## src/hdl/fu_pkg.sv

```systemverilog
package fu_pkg;

	// functional unit picked by the reservation station at issue
	typedef enum logic [2:0] {
		FU_SEL_NONE = 3'd0,
		FU_SEL_ALU  = 3'd1,
		FU_SEL_BR   = 3'd2,
		FU_SEL_MULT = 3'd3
	} fu_sel_e;

	// alu operation, instruction bits 7:5
	typedef enum logic [2:0] {
		ADD   = 3'd0,
		SUB   = 3'd1,
		AND   = 3'd2,
		OR    = 3'd3,
		XOR   = 3'd4,
		SLL   = 3'd5,
		SRL   = 3'd6,
		CMPLT = 3'd7
	} alu_func_e;

	// branch condition on operand a, instruction bits 28:26
	// codes 5 to 7 are unused and resolve not taken
	typedef enum logic [2:0] {
		BR_ALWAYS = 3'd0,
		BR_EQZ    = 3'd1,
		BR_NEZ    = 3'd2,
		BR_LTZ    = 3'd3,
		BR_GEZ    = 3'd4
	} br_cond_e;

	// fixed instruction fields, decoded in the units:
	//   branch displacement is inst[20:0], sign extended, times 4
	//   register tag 0 is "no destination", never written on the cdb

	// default widths, overridden from the top level
	localparam int DEF_ROB_IDX_W   = 5;
	localparam int DEF_PRF_IDX_W   = 6;

	// must divide 64 and be at least 2
	localparam int DEF_MULT_STAGES = 4;

endpackage
```

## src/hdl/fu_main.sv

```systemverilog
module fu_main #(
	parameter int ROB_IDX_W = fu_pkg::DEF_ROB_IDX_W,
	parameter int PRF_IDX_W = fu_pkg::DEF_PRF_IDX_W
) (
	input  logic                 clk,
	input  logic                 rst,
	input  logic                 iss_vld_i,
	input  fu_pkg::fu_sel_e      fu_sel_i,
	input  logic                 recovery_i,
	input  logic                 alu_done_i,
	input  logic [63:0]          alu_result_i,
	input  logic [PRF_IDX_W-1:0] alu_tag_i,
	input  logic [ROB_IDX_W-1:0] alu_rob_i,
	input  logic                 mult_done_i,
	input  logic [63:0]          mult_result_i,
	input  logic [PRF_IDX_W-1:0] mult_tag_i,
	input  logic [ROB_IDX_W-1:0] mult_rob_i,
	input  logic                 br_done_i,
	input  logic                 br_taken_i,
	input  logic [63:0]          br_target_i,
	input  logic [63:0]          br_pc_i,
	input  logic [ROB_IDX_W-1:0] br_rob_i,
	output logic                 alu_start_o,
	output logic                 br_start_o,
	output logic                 mult_start_o,
	output logic                 mult_stall_o,
	output logic                 cdb_vld_o,
	output logic [PRF_IDX_W-1:0] cdb_tag_o,
	output logic [63:0]          cdb_value_o,
	output logic                 rob_done_o,
	output logic [ROB_IDX_W-1:0] rob_idx_o,
	output logic                 rob_br_taken_o,
	output logic [63:0]          rob_br_target_o,
	output logic                 bp_done_o,
	output logic [63:0]          bp_pc_o,
	output logic                 bp_taken_o
);
	import fu_pkg::*;

	logic mult_win;
	logic cdb_req;

	// one start strobe per issue, same cycle
	always_comb begin
		alu_start_o  = 1'b0;
		br_start_o   = 1'b0;
		mult_start_o = 1'b0;
		if (iss_vld_i) begin
			case (fu_sel_i)
				FU_SEL_ALU:  alu_start_o  = 1'b1;
				FU_SEL_BR:   br_start_o   = 1'b1;
				FU_SEL_MULT: mult_start_o = 1'b1;
				default:     ;
			endcase
		end
	end

	// mult holds its last stage while alu owns the cdb or branch owns the rob port
	assign mult_stall_o = mult_done_i & (alu_done_i | br_done_i);
	assign mult_win     = mult_done_i & ~mult_stall_o;

	// cdb: alu first, then an unstalled mult result
	always_comb begin
		if (alu_done_i) begin
			cdb_req     = 1'b1;
			cdb_tag_o   = alu_tag_i;
			cdb_value_o = alu_result_i;
		end else if (mult_win) begin
			cdb_req     = 1'b1;
			cdb_tag_o   = mult_tag_i;
			cdb_value_o = mult_result_i;
		end else begin
			cdb_req     = 1'b0;
			cdb_tag_o   = '0;
			cdb_value_o = '0;
		end
	end

	// tag 0 has no destination; nothing is written during recovery
	assign cdb_vld_o = cdb_req & (cdb_tag_o != '0) & ~recovery_i;

	// rob port, branch > alu > mult
	assign rob_done_o = br_done_i | alu_done_i | mult_done_i;
	always_comb begin
		if (br_done_i)
			rob_idx_o = br_rob_i;
		else if (alu_done_i)
			rob_idx_o = alu_rob_i;
		else if (mult_done_i)
			rob_idx_o = mult_rob_i;
		else
			rob_idx_o = '0;
	end

	assign rob_br_taken_o  = br_done_i & br_taken_i;
	assign rob_br_target_o = br_target_i;

	// predictor update
	assign bp_done_o  = br_done_i;
	assign bp_pc_o    = br_pc_i;
	assign bp_taken_o = br_done_i & br_taken_i;

endmodule

```

## config.mk

```make
export PLATFORM = sky130hd
export DESIGN_NAME = fu_main
export DESIGN_NICKNAME = d
export VERILOG_FILES = /design/src/hdl/fu_pkg.sv /design/src/hdl/fu_main.sv
export SDC_FILE = /design/constraint.sdc
export NUM_CORES = 1
export LEC_CHECK = 0
export ABC_AREA = 1
export BUFFER_PORTS_ARGS = -buffer_cell sky130_fd_sc_hd__clkbuf_2
export CAP_MARGIN = 15
export CORE_AREA = 3 3 197 199
export DETAILED_ROUTE_END_ITERATION = 16
export DIE_AREA = 0 0 200 202
export PLACE_DENSITY = 0.3
export SETUP_SLACK_MARGIN = 0.2
export SYNTH_ARGS = -nofsm -noshare
export SYNTH_HDL_FRONTEND = slang
export SYNTH_SLANG_ARGS = --single-unit
```

## constraint.sdc

```tcl
create_clock -name vclk -period 0.9
set_clock_uncertainty 0.2 [all_clocks]
set_input_delay 0 -clock vclk [all_inputs]
set_output_delay 0 -clock vclk [all_outputs]
set_load 0.005 [all_outputs]
```

==> flow_summary.yaml, run 1 <==
sta:
  slew_viol_final: 0
  finalSetupTns_ps: -18160
  setup_ws_ps: -336
  whs_ps: -200
  worst_pin_slew_ps: 193
  slew_headroom: 0.871
  setup_viol: 78
  fmaxAchievable_ghz: 0.809
  min_period_ps: 1240
  post-route-period-util: 1.37
  rsz0062_at_grt: "yes"
  hold_viol: 128
floorplan:
  num_io_pins: 506
  die-height_um: 202
  initial_utilization: 0.0553
  dieArea_um2: 40400
  dieWidth_um: 200
  rows: 71
  core_area_um2: 37400
detailed_routing:
  drtIter0Drc: 85
  wl_per_cell_um: 14.7
  drc_errors: 0
  vias: 2623
  postRouteAntennaNets: 0
  viasPerCell: 2.86
  wl_um: 13500
  drt_pre_antenna_iters: 4
pwr:
  irDropWorstVdd_uv: 87.2
  leakagePower_uw: 0.00167
  cellPowerDensity_nw_per_um2: 443
global_routing:
  grt.overflow.total: 0
  antenna_found_initial: 3
  grt_max_degree: 35
  grt_pass1_wl_um: 16700
  grt_usage: 0.0553
  grt_pass1_vias: 2559
worst_setup_path:
  cp.arrival_ps: 1040
  crit_required_ps: 700
  crit_type: "input port to primary output"
  start_kind: "input port"
  worst_path_max_delay_cell: "a32o_1"
  crit_chain: "buf_12 -> nor2_4 -> buf_12 -> buf_12 -> buf_12 -> buf_16 -> a32o_1 -> buf_2"
  end_kind: "primary output"
  max_stage_delay_ps: 250
  crit_fanout: 8
  path_common_cell: "buf_12"
placement:
  place.gp.congestion: 0.654
  io_buffers: 248
  dp_hpwl_um: 10700
  dp.cells: 901
yosys:
  yosysSeqAreaShare: 0
  synth_top_area_share: 0.472
  synth_area_leader_cell: "buf_4"
  syn_inst: 277
  ys_types: 15
  avgSynthCellArea_um2: 7.46
  yosysWarnings: 0
  synth_top_cells_by_area: "buf_4, a32o_1, buf_6, nand2_1, buf_2"
  synth.net_count: 571
  syn-cell-area_um2: 2070
finish:
  clockBufferCount: 0
  postLayoutCoreUtil: 0.0935
  flops_and_latches: 0
  drive_gt1_frac: 0.781
  n_fill_cell: 4412
  multi_input_area_um2: 991
  fin_nets: 702
  instances_no_fill: 918
  regArea_um2: 0
  area_delta_synth_final_pct: 69.2
worst_hold_path:
  hp-class: "input port to primary output"
outcome:
  violations: "negative hold slack, negative setup slack"
  status: "finished, violations left"
run:
  max_cap_viol_count: 0
-- synthesized netlist by cell type (all sizes together) --
cell type	number
a32o	64
nand2	26
clkbuf	1
inv	6
nand3	12
nor2	8
nor4	1
o211ai	5
buf	154
-- metrics by stage --
| step | area [µm²] | total power (µW) | hold WS, ps | worst slack [ps] |
|---|---|---|---|---|
| 2_1_floorplan | 2100 | 958 | -169 | 84.7 |
| 3_3_place_gp | 3010 | 1290 | -200 | -739 |
| 3_5_place_dp | 3010 | 1280 | -200 | -698 |
| 4_1_cts | 3270 | 1450 | -200 | -354 |
| 5_1_grt | 3490 | 1690 | -200 | -371 |
| 6_report | 3500 | 1550 | -200 | -336 |
-- logic make-up (layout without fill, tap and decap cells) --
group | Yosys count | in the layout | share of synthesized area
other | 0 | 1 | 0
buffers and inverters | 161 | 290 | 0.567
AND/OR/NAND/NOR | 47 | 47 | 0.105
AO/OA/AOI/OAI | 69 | 69 | 0.328
-- cell usage in the layout (no fill, tap or decap), drive strengths merged --
cell type  instances
a32o              64
buf               61
bufbuf             1
clkbuf           222
diode              1
inv                6
nand2             26
nand3             12
nor2               8
nor4               1
o211ai             5
-- critical path, delay by kind of cell --
family | cells | cell delay (ps)
buffers and inverters | 6 | 740
AOI/OAI and AO/OA | 1 | 250
and+or+nand+nor | 1 | 40
-- repair_timing --
action,in CTS,in global routing
cloned,2,3
gates resized for setup,38,50
endpoints found under the hold margin,128,128
pin swaps,10,17
setup buffers,6,5
setup endpoints to repair,81,83
-- worst paths after layout --
check,slack [ps],from,end,cells after the start
hold / removal,-200,br_pc_i[28],bp_pc_o[28],0
setup / recovery,-340,alu_done_i,cdb_value_o[41],8
-- power by group --
| part | internal, µW | leakage [µW] | switching (µW) |
|---|---|---|---|
| registers | 0 | 0 | 0 |
| logic | 871 | 0.00167 | 679 |
| clock network | 0.000148 | 0.00000000634 | 0 |
-- routing by layer --
metal / wire length, µm / GRT usage
met5: 74 / 0.00741
met3: 1680 / 0.0228
met1: 4650 / 0.0552
met4: 600 / 0.0234
met2: 6510 / 0.0995
-- area by class of cell --
class                           instances  area share
Timing Repair Buffer                  284       0.526
Antenna cell                            1    0.000716
Inverter                                6     0.00716
Multi-Input combinational cell        116       0.283
Tap cell                              511       0.183
Power figures use the tool's default switching activity.
==> run 2, diff against run 1 <==
--- a/config.mk
+++ b/config.mk
@@ -5,12 +5,11 @@
 export SDC_FILE = /design/constraint.sdc
 export NUM_CORES = 1
 export LEC_CHECK = 0
-export ABC_AREA = 1
 export BUFFER_PORTS_ARGS = -buffer_cell sky130_fd_sc_hd__clkbuf_2
 export CAP_MARGIN = 15
-export CORE_AREA = 3 3 197 199
+export CORE_AREA = 3 3 194 196
 export DETAILED_ROUTE_END_ITERATION = 16
-export DIE_AREA = 0 0 200 202
+export DIE_AREA = 0 0 197 199
 export PLACE_DENSITY = 0.3
 export SETUP_SLACK_MARGIN = 0.2
 export SYNTH_ARGS = -nofsm -noshare
==> flow_summary.yaml, run 2 <==
pwr:
  pwr-share-seq: 0
  p_sw_frac: 0.390
  p_int_uw: 868
  combPwrFrac: 1.000
  irDropWorstVdd_uv: 186
  pwr-share-clk: 0
  leakagePower_uw: 0.00170
  switchingPower_uw: 556
  cellPowerDensity_nw_per_um2: 423
worst_setup_path:
  path_depth: 8
  endpoint: "cdb_vld_o"
  crit_chain: "buf_8 -> nor3b_4 -> buf_6 -> buf_12 -> o31ai_4 -> nand2_1 -> o31a_1 -> clkbuf_2"
  crit_required_ps: 700
  crit_type: "input port to primary output"
  end_kind: "primary output"
  max_stage_delay_ps: 280
  crit_path_start: "mult_done_i"
  worst_path_max_delay_cell: "o31a_1"
  start_kind: "input port"
  cp.arrival_ps: 1040
  cpLargestDelayFamily: "buffers and inverters"
  path_buf_inv: 4
  crit_fanout: 6
yosys:
  synth_area_leader_cell: "buf_4"
  avgSynthCellArea_um2: 7.49
  ys_types: 20
  yosysSeqAreaShare: 0
  synth_common_cells: "buf_4, a22o_1, nand2_1"
  synth.net_count: 548
  yosysWarnings: 0
  yosysMostFrequentCell: "buf_4"
  synth_top_cells_by_area: "buf_4, a22o_1, buf_2, a22oi_1, nand2_1"
  syn-cell-area_um2: 1900
  syn_inst: 254
  synth_top_area_share: 0.517
sta:
  whs_ps: -200
  setup_viol: 78
  finalSetupTns_ps: -20460
  slew_headroom: 0.757
  min_period_ps: 1240
  rsz0062_at_grt: "yes"
  worst_pin_slew_ps: 364
  hold_viol: 128
  setup_ws_ps: -344
  post-route-period-util: 1.38
  fmaxAchievable_ghz: 0.804
  slew_viol_final: 0
finish:
  instances_no_fill: 856
  fin_nets: 684
  postLayoutCoreUtil: 0.0928
  regArea_um2: 0
  clockBufferCount: 0
  n_fill_cell: 4262
  drive_gt1_frac: 0.765
  flops_and_latches: 0
  area_delta_synth_final_pct: 77.0
  antennaDiodeCount: 0
  final_common_cell: "clkbuf_2"
  final_cell_mix: "clkbuf_2, a22o_1, buf_2, buf_6, buf_4"
placement:
  dp_hpwl_um: 8560
  dp.cells: 840
  io_buffers: 248
  place.gp.congestion: 0.641
detailed_routing:
  route.met2.wl_um: 5550
  wl_per_cell_um: 13.2
  drtIter0Drc: 51
  drt_pre_antenna_iters: 4
  vias: 2336
  wl_um: 11300
  viasPerCell: 2.73
  drc_errors: 0
  met3_length_um: 1090
  top_layer_used: "met4"
  postRouteAntennaNets: 0
  wl_met1_um: 3950
outcome:
  violations: "negative hold slack, negative setup slack"
  status: "finished, violations left"
global_routing:
  grt_pass1_vias: 2168
  grt_max_degree: 34
  grt.overflow.total: 0
  grt_usage: 0.0484
  antenna_found_initial: 0
  grt_pass1_wl_um: 14100
floorplan:
  core_area_um2: 36300
  initial_utilization: 0.0524
  dieWidth_um: 197
  rows: 70
  die-height_um: 199
  dieArea_um2: 39200
  num_io_pins: 506
worst_hold_path:
  hp-class: "input port to primary output"
  worstHoldStart: "br_pc_i[16]"
run:
  max_cap_viol_count: 0
-- run 2: what timing repair did --
| action | in CTS | in global routing |
|---|---|---|
| setup endpoints to repair | 83 | 83 |
| gates resized for setup | 44 | 72 |
| endpoints found under the hold margin | 128 | 128 |
| buffers inserted | 4 | 4 |
| pin swaps | 11 | 35 |
| gates cloned | 7 | 1 |
-- run 2: cell families (layout without fill, tap and decap cells) --
| logic type | after synthesis | count (layout) | synth area share |
|---|---|---|---|
| AOI/OAI and AO/OA | 84 | 84 | 0.370 |
| buffers and inverters | 147 | 281 | 0.566 |
| and+or+nand+nor | 23 | 23 | 0.0645 |
-- run 2: metrics by stage --
step / hold slack [ps] / power (µW) / setup WS (ps) / area, µm²
floorplan: -169 / 890 / -105 / 1940
global placement: -200 / 1160 / -428 / 2840
detailed placement: -200 / 1160 / -443 / 2840
CTS: -200 / 1380 / -383 / 3200
global route: -200 / 1550 / -411 / 3370
finish: -200 / 1420 / -344 / 3370
-- run 2: worst min path at each step --
stage / slack (ps) / endpoint / depth (start not counted)
after floorplan: -170 / br_start_o / 1
after global placement: -200 / bp_pc_o[21] / 0
after detailed placement: -200 / bp_pc_o[21] / 0
after CTS: -200 / bp_pc_o[21] / 0
after global routing: -200 / rob_br_target_o[40] / 0
final: -200 / bp_pc_o[16] / 0
-- run 2: cell type report --
type | instances | area [µm²] | area share
tap | 468 | 586 | 0.174
timing repair buffer | 281 | 1850 | 0.550
multi-input combinational | 107 | 930 | 0.276
-- run 2: power by group through the flow --
stage	Clock (µW)	Combinational (µW)	Sequential (µW)
after floorplan	0	890	0
after global routing	0	1550	0
final	0	1420	0
after global placement	0	1160	0
after detailed placement	0	1160	0
after CTS	0	1380	0
-- run 2: routing by layer --
layer | up-vias | track usage
met2 | 190 | 0.0856
met4 | 0 | 0.0306
li1 | 1054 | -
met5 | - | 0
met3 | 64 | 0.0124
met1 | 1028 | 0.0515
