### src/hdl/fu_pkg.sv
package fu_pkg;

	// functional unit picked by the reservation station at issue
	typedef enum logic [2:0] {
		FU_SEL_NONE = 3'd0,
		FU_SEL_ALU  = 3'd1,
		FU_SEL_BR   = 3'd2,
		FU_SEL_MULT = 3'd3
	} fu_sel_e;

	// alu operation, instruction bits 7:5
	typedef enum logic [2:0] {
		ADD   = 3'd0,
		SUB   = 3'd1,
		AND   = 3'd2,
		OR    = 3'd3,
		XOR   = 3'd4,
		SLL   = 3'd5,
		SRL   = 3'd6,
		CMPLT = 3'd7
	} alu_func_e;

	// branch condition on operand a, instruction bits 28:26
	// codes 5 to 7 are unused and resolve not taken
	typedef enum logic [2:0] {
		BR_ALWAYS = 3'd0,
		BR_EQZ    = 3'd1,
		BR_NEZ    = 3'd2,
		BR_LTZ    = 3'd3,
		BR_GEZ    = 3'd4
	} br_cond_e;

	// fixed instruction fields, decoded in the units:
	//   branch displacement is inst[20:0], sign extended, times 4
	//   register tag 0 is "no destination", never written on the cdb

	// default widths, overridden from the top level
	localparam int DEF_ROB_IDX_W   = 5;
	localparam int DEF_PRF_IDX_W   = 6;

	// must divide 64 and be at least 2
	localparam int DEF_MULT_STAGES = 4;

endpackage
### src/hdl/fu_br.sv
module fu_br #(
	parameter int ROB_IDX_W = fu_pkg::DEF_ROB_IDX_W
) (
	input  logic                 clk,
	input  logic                 rst,
	input  logic                 start_i,
	input  logic [63:0]          opa_i,
	input  logic [63:0]          npc_i,
	input  logic [31:0]          inst_i,
	input  logic [ROB_IDX_W-1:0] rob_idx_i,
	output logic                 done_o,
	output logic                 taken_o,
	output logic [63:0]          target_o,
	output logic [63:0]          pc_o,
	output logic [ROB_IDX_W-1:0] rob_idx_o
);
	import fu_pkg::*;

	br_cond_e    cond;
	logic        taken;
	logic [63:0] disp;

	assign cond = br_cond_e'(inst_i[28:26]);

	// word displacement, sign extended
	assign disp = {{41{inst_i[20]}}, inst_i[20:0], 2'b00};

	always_comb begin
		case (cond)
			BR_ALWAYS: taken = 1'b1;
			BR_EQZ:    taken = (opa_i == '0);
			BR_NEZ:    taken = (opa_i != '0);
			BR_LTZ:    taken = opa_i[63];
			BR_GEZ:    taken = ~opa_i[63];
			default:   taken = 1'b0;
		endcase
	end

	// no squash, the branch is older than any recovery it causes
	always_ff @(posedge clk) begin
		if (rst) begin
			done_o <= 1'b0;
		end else begin
			done_o <= start_i;
		end
	end

	always_ff @(posedge clk) begin
		if (start_i) begin
			taken_o   <= taken;
			target_o  <= npc_i + disp;
			pc_o      <= npc_i - 64'd4;
			rob_idx_o <= rob_idx_i;
		end
	end

endmodule

### config.mk
export PLATFORM = sky130hd
export DESIGN_NAME = fu_br
export DESIGN_NICKNAME = d
export VERILOG_FILES = /design/src/hdl/fu_pkg.sv /design/src/hdl/fu_br.sv
export SDC_FILE = /design/constraint.sdc
export NUM_CORES = 1
export LEC_CHECK = 0
export ABC_AREA = 1
export BUFFER_PORTS_ARGS = -buffer_cell sky130_fd_sc_hd__buf_2
export CORE_AREA = 3 3 157 144
export DETAILED_ROUTE_END_ITERATION = 6
export DIE_AREA = 0 0 160 147
export GPL_TIMING_DRIVEN = 0
export HOLD_SLACK_MARGIN = 0.02
export PLACE_DENSITY = 0.82
export SYNTH_ARGS = -nofsm -noshare
export SYNTH_HDL_FRONTEND = slang
export SYNTH_SLANG_ARGS = --single-unit
### constraint.sdc
create_clock -name clk -period 4.4 [get_ports clk]
set_clock_uncertainty 0.15 [all_clocks]
set_input_delay 0.22 -clock clk [delete_from_list [all_inputs] [get_ports clk]]
set_output_delay 0.22 -clock clk [all_outputs]
set_load 0.1 [all_outputs]
==> reports/results.tsv, run 1 <==
stage	metric	value	unit
yosys	Synth area leader	edfxtp_1	
die	core region area	20900	µm²
yosys	Synth Area in XOR/XNOR	6.463	%
clock_tree	postcts setup bufs	0	
critical_path	arrival time at the worst endpoint	2.79	ns
route	Avg WL per Cell	16.20	µm
critical_path	worst-path maximum fanout	4	
global_routing	global-route wire length before repair	60.52	mm
clock_tree	CTS tree	yes	
cells_and_area	Layout Nets	2321	
timing	top achievable clock speed	0.3650	GHz
yosys	dominant synthesized flop cell	edfxtp_1	
yosys	post-synthesis mux area share	0	%
die	die area	23520	µm²
die	boundary pin count	303	
cells_and_area	post-layout util	68.64	%
job	max-cap viol count	0	
cells_and_area	layout cell share with drive strength beyond 1	16.89	%
timing	RSZ-0062 raised after global routing	false	
timing	Hold Vio Cnt, Final	0	
die	cell row count	50	
timing	worst slew pin tran	0.8653	ns
cells_and_area	area grow syn2layout	24.52	%
critical_path	CP peak stage delay	0.52	ns
run_status	status	finished clean	
timing	Pins Over Slew Limit	0	
yosys	Post-Synth Simple-Gate Area	38.63	%
timing	final period utilization	62.26	%
clock_tree	root buf cell	clkbuf_16	
critical_path	CP required	4.45	ns
route	DRC viols	0	
cells_and_area	diode count	0	
clock_tree	CTS clk-pin slew, worst paths	0.06	ns
route	vias after detailed routing	12480	
global_routing	vias in the first global route	11830	
yosys	syn avg cell area	6.601	µm²
yosys	largest family of logic cells by synthesized area	simple AND/OR/NAND/NOR gates	
route	drt initial violations	1216	
yosys	number of synthesized flops with an enable pin	132	
yosys	#FFs+latches synth	133	
timing	TNS Setup	0	ns
route	total wire length	38.69	mm
global_routing	total gr overflow	0	
critical_path	CP most frequent cell	nand2_1	
yosys	post-synthesis compound-gate area fraction	2.596	%
critical_path	Worst Path Class, Setup	input pin to register	
timing	Setup violations, final	0	
critical_path	top cell family by delay on the critical path	simple AND/OR/NAND/NOR gates	
yosys	Area contributors post-synth	edfxtp_1 (34%), nand2_1 (22%), inv_1 (11%)	
global_routing	largest net degree at the start of global routing	87	
yosys	Unique masters post-synth	32	
placed_design	Buffers on Ports	294	
route	Vias per Instance	5.227	
timing	relative slew slack	42.31	%
pwr	Leak Pwr	7.763	nW
clock_tree	CTS max path bufs	2	
clock_tree	PostCTS Resize Cnt	0	
placed_design	Post-DP HPWL	32.01	mm
yosys	syn_nets	1976	
critical_path	Cell Chain, Critical Path	dlygate4sd3_1 > buf_2 > ha_1 > inv_1 > fa_1 > inv_1 > nand2_1 > nand2_1 > nand3_1 > nand2_1 > nand2_1 > nand2_1 > nand2_1 > nand2_1 > nand2_1 > nand3_1 > nand2_1	
yosys	top-area cell type share of the netlist area	34.41	%
route	antenna-violating nets left	0	
pwr	PD cells	379.2	nW/µm²
critical_path	CP startpoint kind	input pin	
pwr	VDD IR-drop max	0.0002499	V
die	die height	147	µm
yosys	Synth Cell Area	11520	µm²
die	chip width	160	µm
placed_design	placer congestion estimate	0.9871	
critical_path	CP Buf/Inv Count	4	
yosys	yosys warns	0	
yosys	synthesized instance count	1745	
route	TritonRoute pass-1 iters	5	
yosys	Async SR Flop Fraction	0	%
clock_tree	CTS H-tree lvls	4	
clock_tree	Sinks on Clock Net	133	
yosys	most numerous cell in the Yosys netlist	nand2_1	
worst_hold_path	Hold/Removal Path Class	input pin to register	
clock_tree	cts bufs inserted	17	
yosys	Post-Synth Adder-Cell Area	6.909	%
yosys	most frequent cells after synthesis	nand2_1 (660), inv_1 (325), nor2_1 (249), edfxtp_1 (132), nand3_1 (75)	
global_routing	initial antenna violation count	0	
yosys	Seq/Total Area, Yosys	34.59	%
die	Initial Util	55.13	%
critical_path	Crit-path slowest cell	dlygate4sd3_1	
global_routing	Global Route Usage Sum	32.74	%
timing	clock period minus worst slack	2.740	ns
critical_path	crit end category	register	
kinds of logic after synthesis:
kind of cell    count (synthesis)
xor+xnor                       85
simple gates                 1079
buf+inv                       330
fa+ha+maj                      63
compound gates                 55
flops                         133
flip-flops by register name (all words and copies together) (netlist names):
name       flops
done_o         1
pc_o          62
taken_o        1
rob_idx_o      5
target_o      64
power breakdown:
part           switching, W  leakage, nW  total (W)  internal, W
Sequential        0.0000377         1.30    0.00162      0.00158
Combinational       0.00177         6.15    0.00221     0.000433
Clock              0.000607        0.314    0.00162      0.00101
area by class of cell:
type                            count  area [µm²]
Buffer                              2       15.01
Multi-Input combinational cell   1282        6289
Clock inverter                     14       225.2
Timing Repair Buffer              326        1815
Tap cell                          286       357.8
Sequential cell                   133        3984
Clock buffer                       17       425.4
Inverter                          328        1231
Fill cell                        1855        6553
path summary, 6_finish.rpt:
check,from,end,cells past startpoint
min,npc_i[59],pc_o[59]$_DFFE_PP_,3
max,npc_i[2],target_o[62]$_DFFE_PP_,17
through the flow:
step | setup WS, ns | hold slack, ns | total power (W) | area (µm²) | std cells
floorplan | 2.355 | 0.1412 | 0.003301 | 11520 | 1745
global placement | 1.520 | 0.2308 | 0.003770 | 13350 | 2325
detailed placement | 1.483 | 0.2463 | 0.003794 | 13380 | 2326
CTS | 1.719 | 0.02419 | 0.005425 | 14340 | 2388
global route | 1.458 | 0.03100 | 0.005635 | 14340 | 2388
finish | 1.660 | 0.02448 | 0.005439 | 14340 | 2388
timing repair:
action,in CTS,in global routing
hold buffers,31,0
hold endpoints to repair,30,0
endpoints found under the setup margin,0,0
layer usage:
metal	GRT usage, %	share of wire (%)
met5	0	0
met4	11.71	3.2
met1	44.17	42
met3	5.300	9.8
met2	53.57	45
cell usage in the layout, fill, tap and decap left out, types with 3 or more instances in the layout:
| cell | netlist | routed |
|---|---|---|
| a21oi_1 | 40 | 40 |
| buf_2 | 0 | 293 |
| bufinv_16 | 0 | 5 |
| clkbuf_16 | 0 | 17 |
| clkinv_4 | 0 | 3 |
| dlygate4sd3_1 | 0 | 31 |
| edfxtp_1 | 132 | 132 |
| ha_1 | 62 | 62 |
| inv_1 | 325 | 325 |
| inv_2 | 3 | 3 |
| inv_6 | 0 | 3 |
| nand2_1 | 660 | 660 |
| nand2_4 | 3 | 3 |
| nand3_1 | 75 | 75 |
| nand4_1 | 33 | 33 |
| nor2_1 | 249 | 249 |
| nor2_2 | 4 | 4 |
| nor2_4 | 4 | 4 |
| nor2_8 | 3 | 3 |
| nor3_1 | 28 | 28 |
| nor3_2 | 4 | 4 |
| nor4_1 | 5 | 5 |
| o21ai_0 | 4 | 4 |
| o21bai_1 | 8 | 8 |
| or2_2 | 3 | 3 |
| xnor2_1 | 23 | 23 |
| xor2_1 | 62 | 62 |
Note: power is estimated with default switching activity, not from simulation.
==> run 2, diff against run 1 <==
Settings changed: CORE_AREA 3 3 157 144 to 3 3 166 152, DIE_AREA 0 0 160 147 to 0 0 169 155, PLACE_DENSITY 0.82 to 0.77.
Clock period 4.4 ns to 2.5 ns, I/O delays scaled along.
==> run 2 against run 1 <==
  * Largest cell class unchanged
  * Critical endpoint is now pc_o[62]$_DFFE_PP_
  * Design area increased by 3.6%
  * Flip-flop and latch count is the same
  * Largest power group unchanged
  * Hold slack better by 0.030 ns
  * Highest routed layer unchanged
==> reports/results.tsv, run 2 (synthesis results as in run 1) <==
stage	metric	value	unit	change
run_status	status	finished clean		unchanged
global_routing	initial antenna violation count	0		unchanged
timing	Setup violations, final	0		unchanged
global_routing	largest net degree at the start of global routing	86		was 87
job	max-cap viol count	0		unchanged
placed_design	Post-DP HPWL	31.82	mm	was 32.01 mm
critical_path	worst-path maximum fanout	5		was 4
route	DRC viols	0		unchanged
clock_tree	CTS tree	yes		unchanged
cells_and_area	Layout Nets	2364		was 2321
timing	top achievable clock speed	0.4211	GHz	
timing	final period utilization	94.99	%	
timing	Pins Over Slew Limit	0		unchanged
cells_and_area	sequential cell area	3984	µm²	unchanged
critical_path	crit end category	register		unchanged
global_routing	total gr overflow	0		unchanged
pwr	PD cells	632.5	nW/µm²	was 379.2 nW/µm²
cells_and_area	biggest regs	target_o (64), pc_o (62), rob_idx_o (5)		unchanged
clock_tree	postcts setup bufs	0		unchanged
route	Avg WL per Cell	16.07	µm	was 16.20 µm
die	boundary pin count	303		unchanged
global_routing	global-route wire length before repair	60.25	mm	was 60.52 mm
cells_and_area	most frequent cells in the layout	nand2_1 (657), inv_1 (325), buf_2 (292), nor2_1 (232), edfxtp_1 (132)		was nand2_1 (660), inv_1 (325), buf_2 (293), nor2_1 (249), edfxtp_1 (132)
timing	TNS Setup	0	ns	unchanged
placed_design	placer congestion estimate	0.9630		was 0.9871
cells_and_area	final instance area	14860	µm²	was 14340 µm²
clock_tree	root buf cell	clkbuf_16		unchanged
cells_and_area	area grow syn2layout	29.02	%	was 24.52%
clock_tree	cts bufs inserted	17		unchanged
die	die height	155	µm	was 147 µm
cells_and_area	Largest register FFs	64		unchanged
timing	clock period minus worst slack	2.375	ns	
worst_hold_path	Hold/Removal Path Class	input pin to register		unchanged
global_routing	Global Route Usage Sum	29.36	%	was 32.74%
route	vias after detailed routing	12390		was 12.48k
critical_path	Worst Path Class, Setup	input pin to register		unchanged
die	Initial Util	49.21	%	was 55.13%
cells_and_area	Biggest register	target_o		unchanged
route	total wire length	39.34	mm	was 38.69 mm
route	drt initial violations	1134		was 1216
clock_tree	CTS clk-pin slew, worst paths	0.07	ns	was 0.06 ns
timing	relative slew slack	58.61	%	was 42.31%
route	antenna-violating nets left	0		unchanged
cells_and_area	fill count	2112		was 1855
cells_and_area	post-layout util	63.49	%	was 68.64%
placed_design	Buffers on Ports	294		unchanged
cells_and_area	diode count	0		unchanged
clock_tree	CTS max path bufs	2		unchanged
pwr	VDD IR-drop max	0.0005166	V	was 0.0002499 V
die	cell row count	53		was 50
route	Vias per Instance	5.063		was 5.227
timing	worst slew pin tran	0.6151	ns	was 0.8653 ns
die	chip width	169	µm	was 160 µm
placed_design	dpl cell area	13400	µm²	was 13380 µm²
die	die area	26200	µm²	was 23520 µm²
route	TritonRoute pass-1 iters	7		was 5
cells_and_area	multi-input logic area	6416	µm²	was 6289 µm²
clock_tree	CTS H-tree lvls	4		unchanged
cells_and_area	layout cell share with drive strength beyond 1	18.55	%	was 16.89%
pwr	Leak Pwr	7.918	nW	was 7.763 nW
critical_path	CP required	2.53	ns	was 4.45 ns
die	core region area	23410	µm²	was 20900 µm²
timing	Hold Vio Cnt, Final	0		unchanged
critical_path	CP startpoint kind	input pin		unchanged
global_routing	vias in the first global route	11910		was 11.83k
cells_and_area	most common cell after layout, fill and taps aside	nand2_1		unchanged
clock_tree	Sinks on Clock Net	133		unchanged
critical_path	arrival time at the worst endpoint	2.41	ns	was 2.79 ns
## run 2: cell count changes in the layout (fill, tap and decap cells not counted), moves of 4 or more
cell,before,now
bufinv_16,5,1
nor2_1,249,232
dlygate4sd3_1,31,74
nor2_2,4,21
ha_2,0,15
ha_1,62,47
## run 2: worst max-delay path, stage by stage
cell           delay, ns
buf_2               0.11
dlygate4sd3_1       0.55
inv_1               0.12
ha_1                0.18
inv_2               0.07
or2_2               0.29
nor2_1              0.23
nand2_1             0.19
nor2_2              0.25
nand2_1             0.12
xor2_1              0.17
## run 2: per-stage QoR
step | setup slack (ns) | total power (W) | std cells | hold WS [ns]
6_report | 0.1252 | 0.009400 | 2448 | 0.05431
4_1_cts | 0.04559 | 0.009346 | 2448 | 0.02271
3_5_place_dp | -0.3037 | 0.006671 | 2342 | 0.1342
2_1_floorplan | 0.5502 | 0.005809 | 1745 | 0.04618
3_3_place_gp | -0.3189 | 0.006640 | 2341 | 0.1303
5_1_grt | -0.007391 | 0.009765 | 2448 | 0.03310
## run 2: report_power, final
group | internal [W] | total [W] | switching, W | leakage, nW
Sequential | 0.00278 | 0.00285 | 0.0000706 | 1.30
Clock | 0.00142 | 0.00260 | 0.00118 | 0.285
Combinational | 0.000820 | 0.00395 | 0.00313 | 6.33
Total | 0.00501 | 0.00940 | 0.00439 | 7.92
## run 2: repair_timing
action,in CTS,in global routing
gates resized for setup,0,44
setup endpoints to repair,0,26
hold endpoints to repair,107,0
hold buffers,74,0
## run 2: worst paths after layout
kind                  slack, ns  cells past startpoint                 end     start
worst max-delay path       0.13                     11  pc_o[62]$_DFFE_PP_  npc_i[2]
worst min-delay path       0.05                      4   pc_o[5]$_DFFE_PP_  npc_i[3]
## run 2: layout make-up
cell class | count | share of cell area, %
Inverter | 328 | 8.284
Tap cell | 302 | 2.543
Multi-Input combinational cell | 1282 | 43.17
Clock inverter | 15 | 1.103
Sequential cell | 133 | 26.81
Buffer | 2 | 0.1010
Timing Repair Buffer | 369 | 15.13
Clock buffer | 17 | 2.862
## run 2: per-layer routing
metal,part of all wire (%),up-vias,global-route usage [%]
met5,0,-,0
met4,2.8,0,9.080
met3,9.1,78,3.989
met2,45,599,49.27
met1,43,5530,39.66
li1,-,6187,-
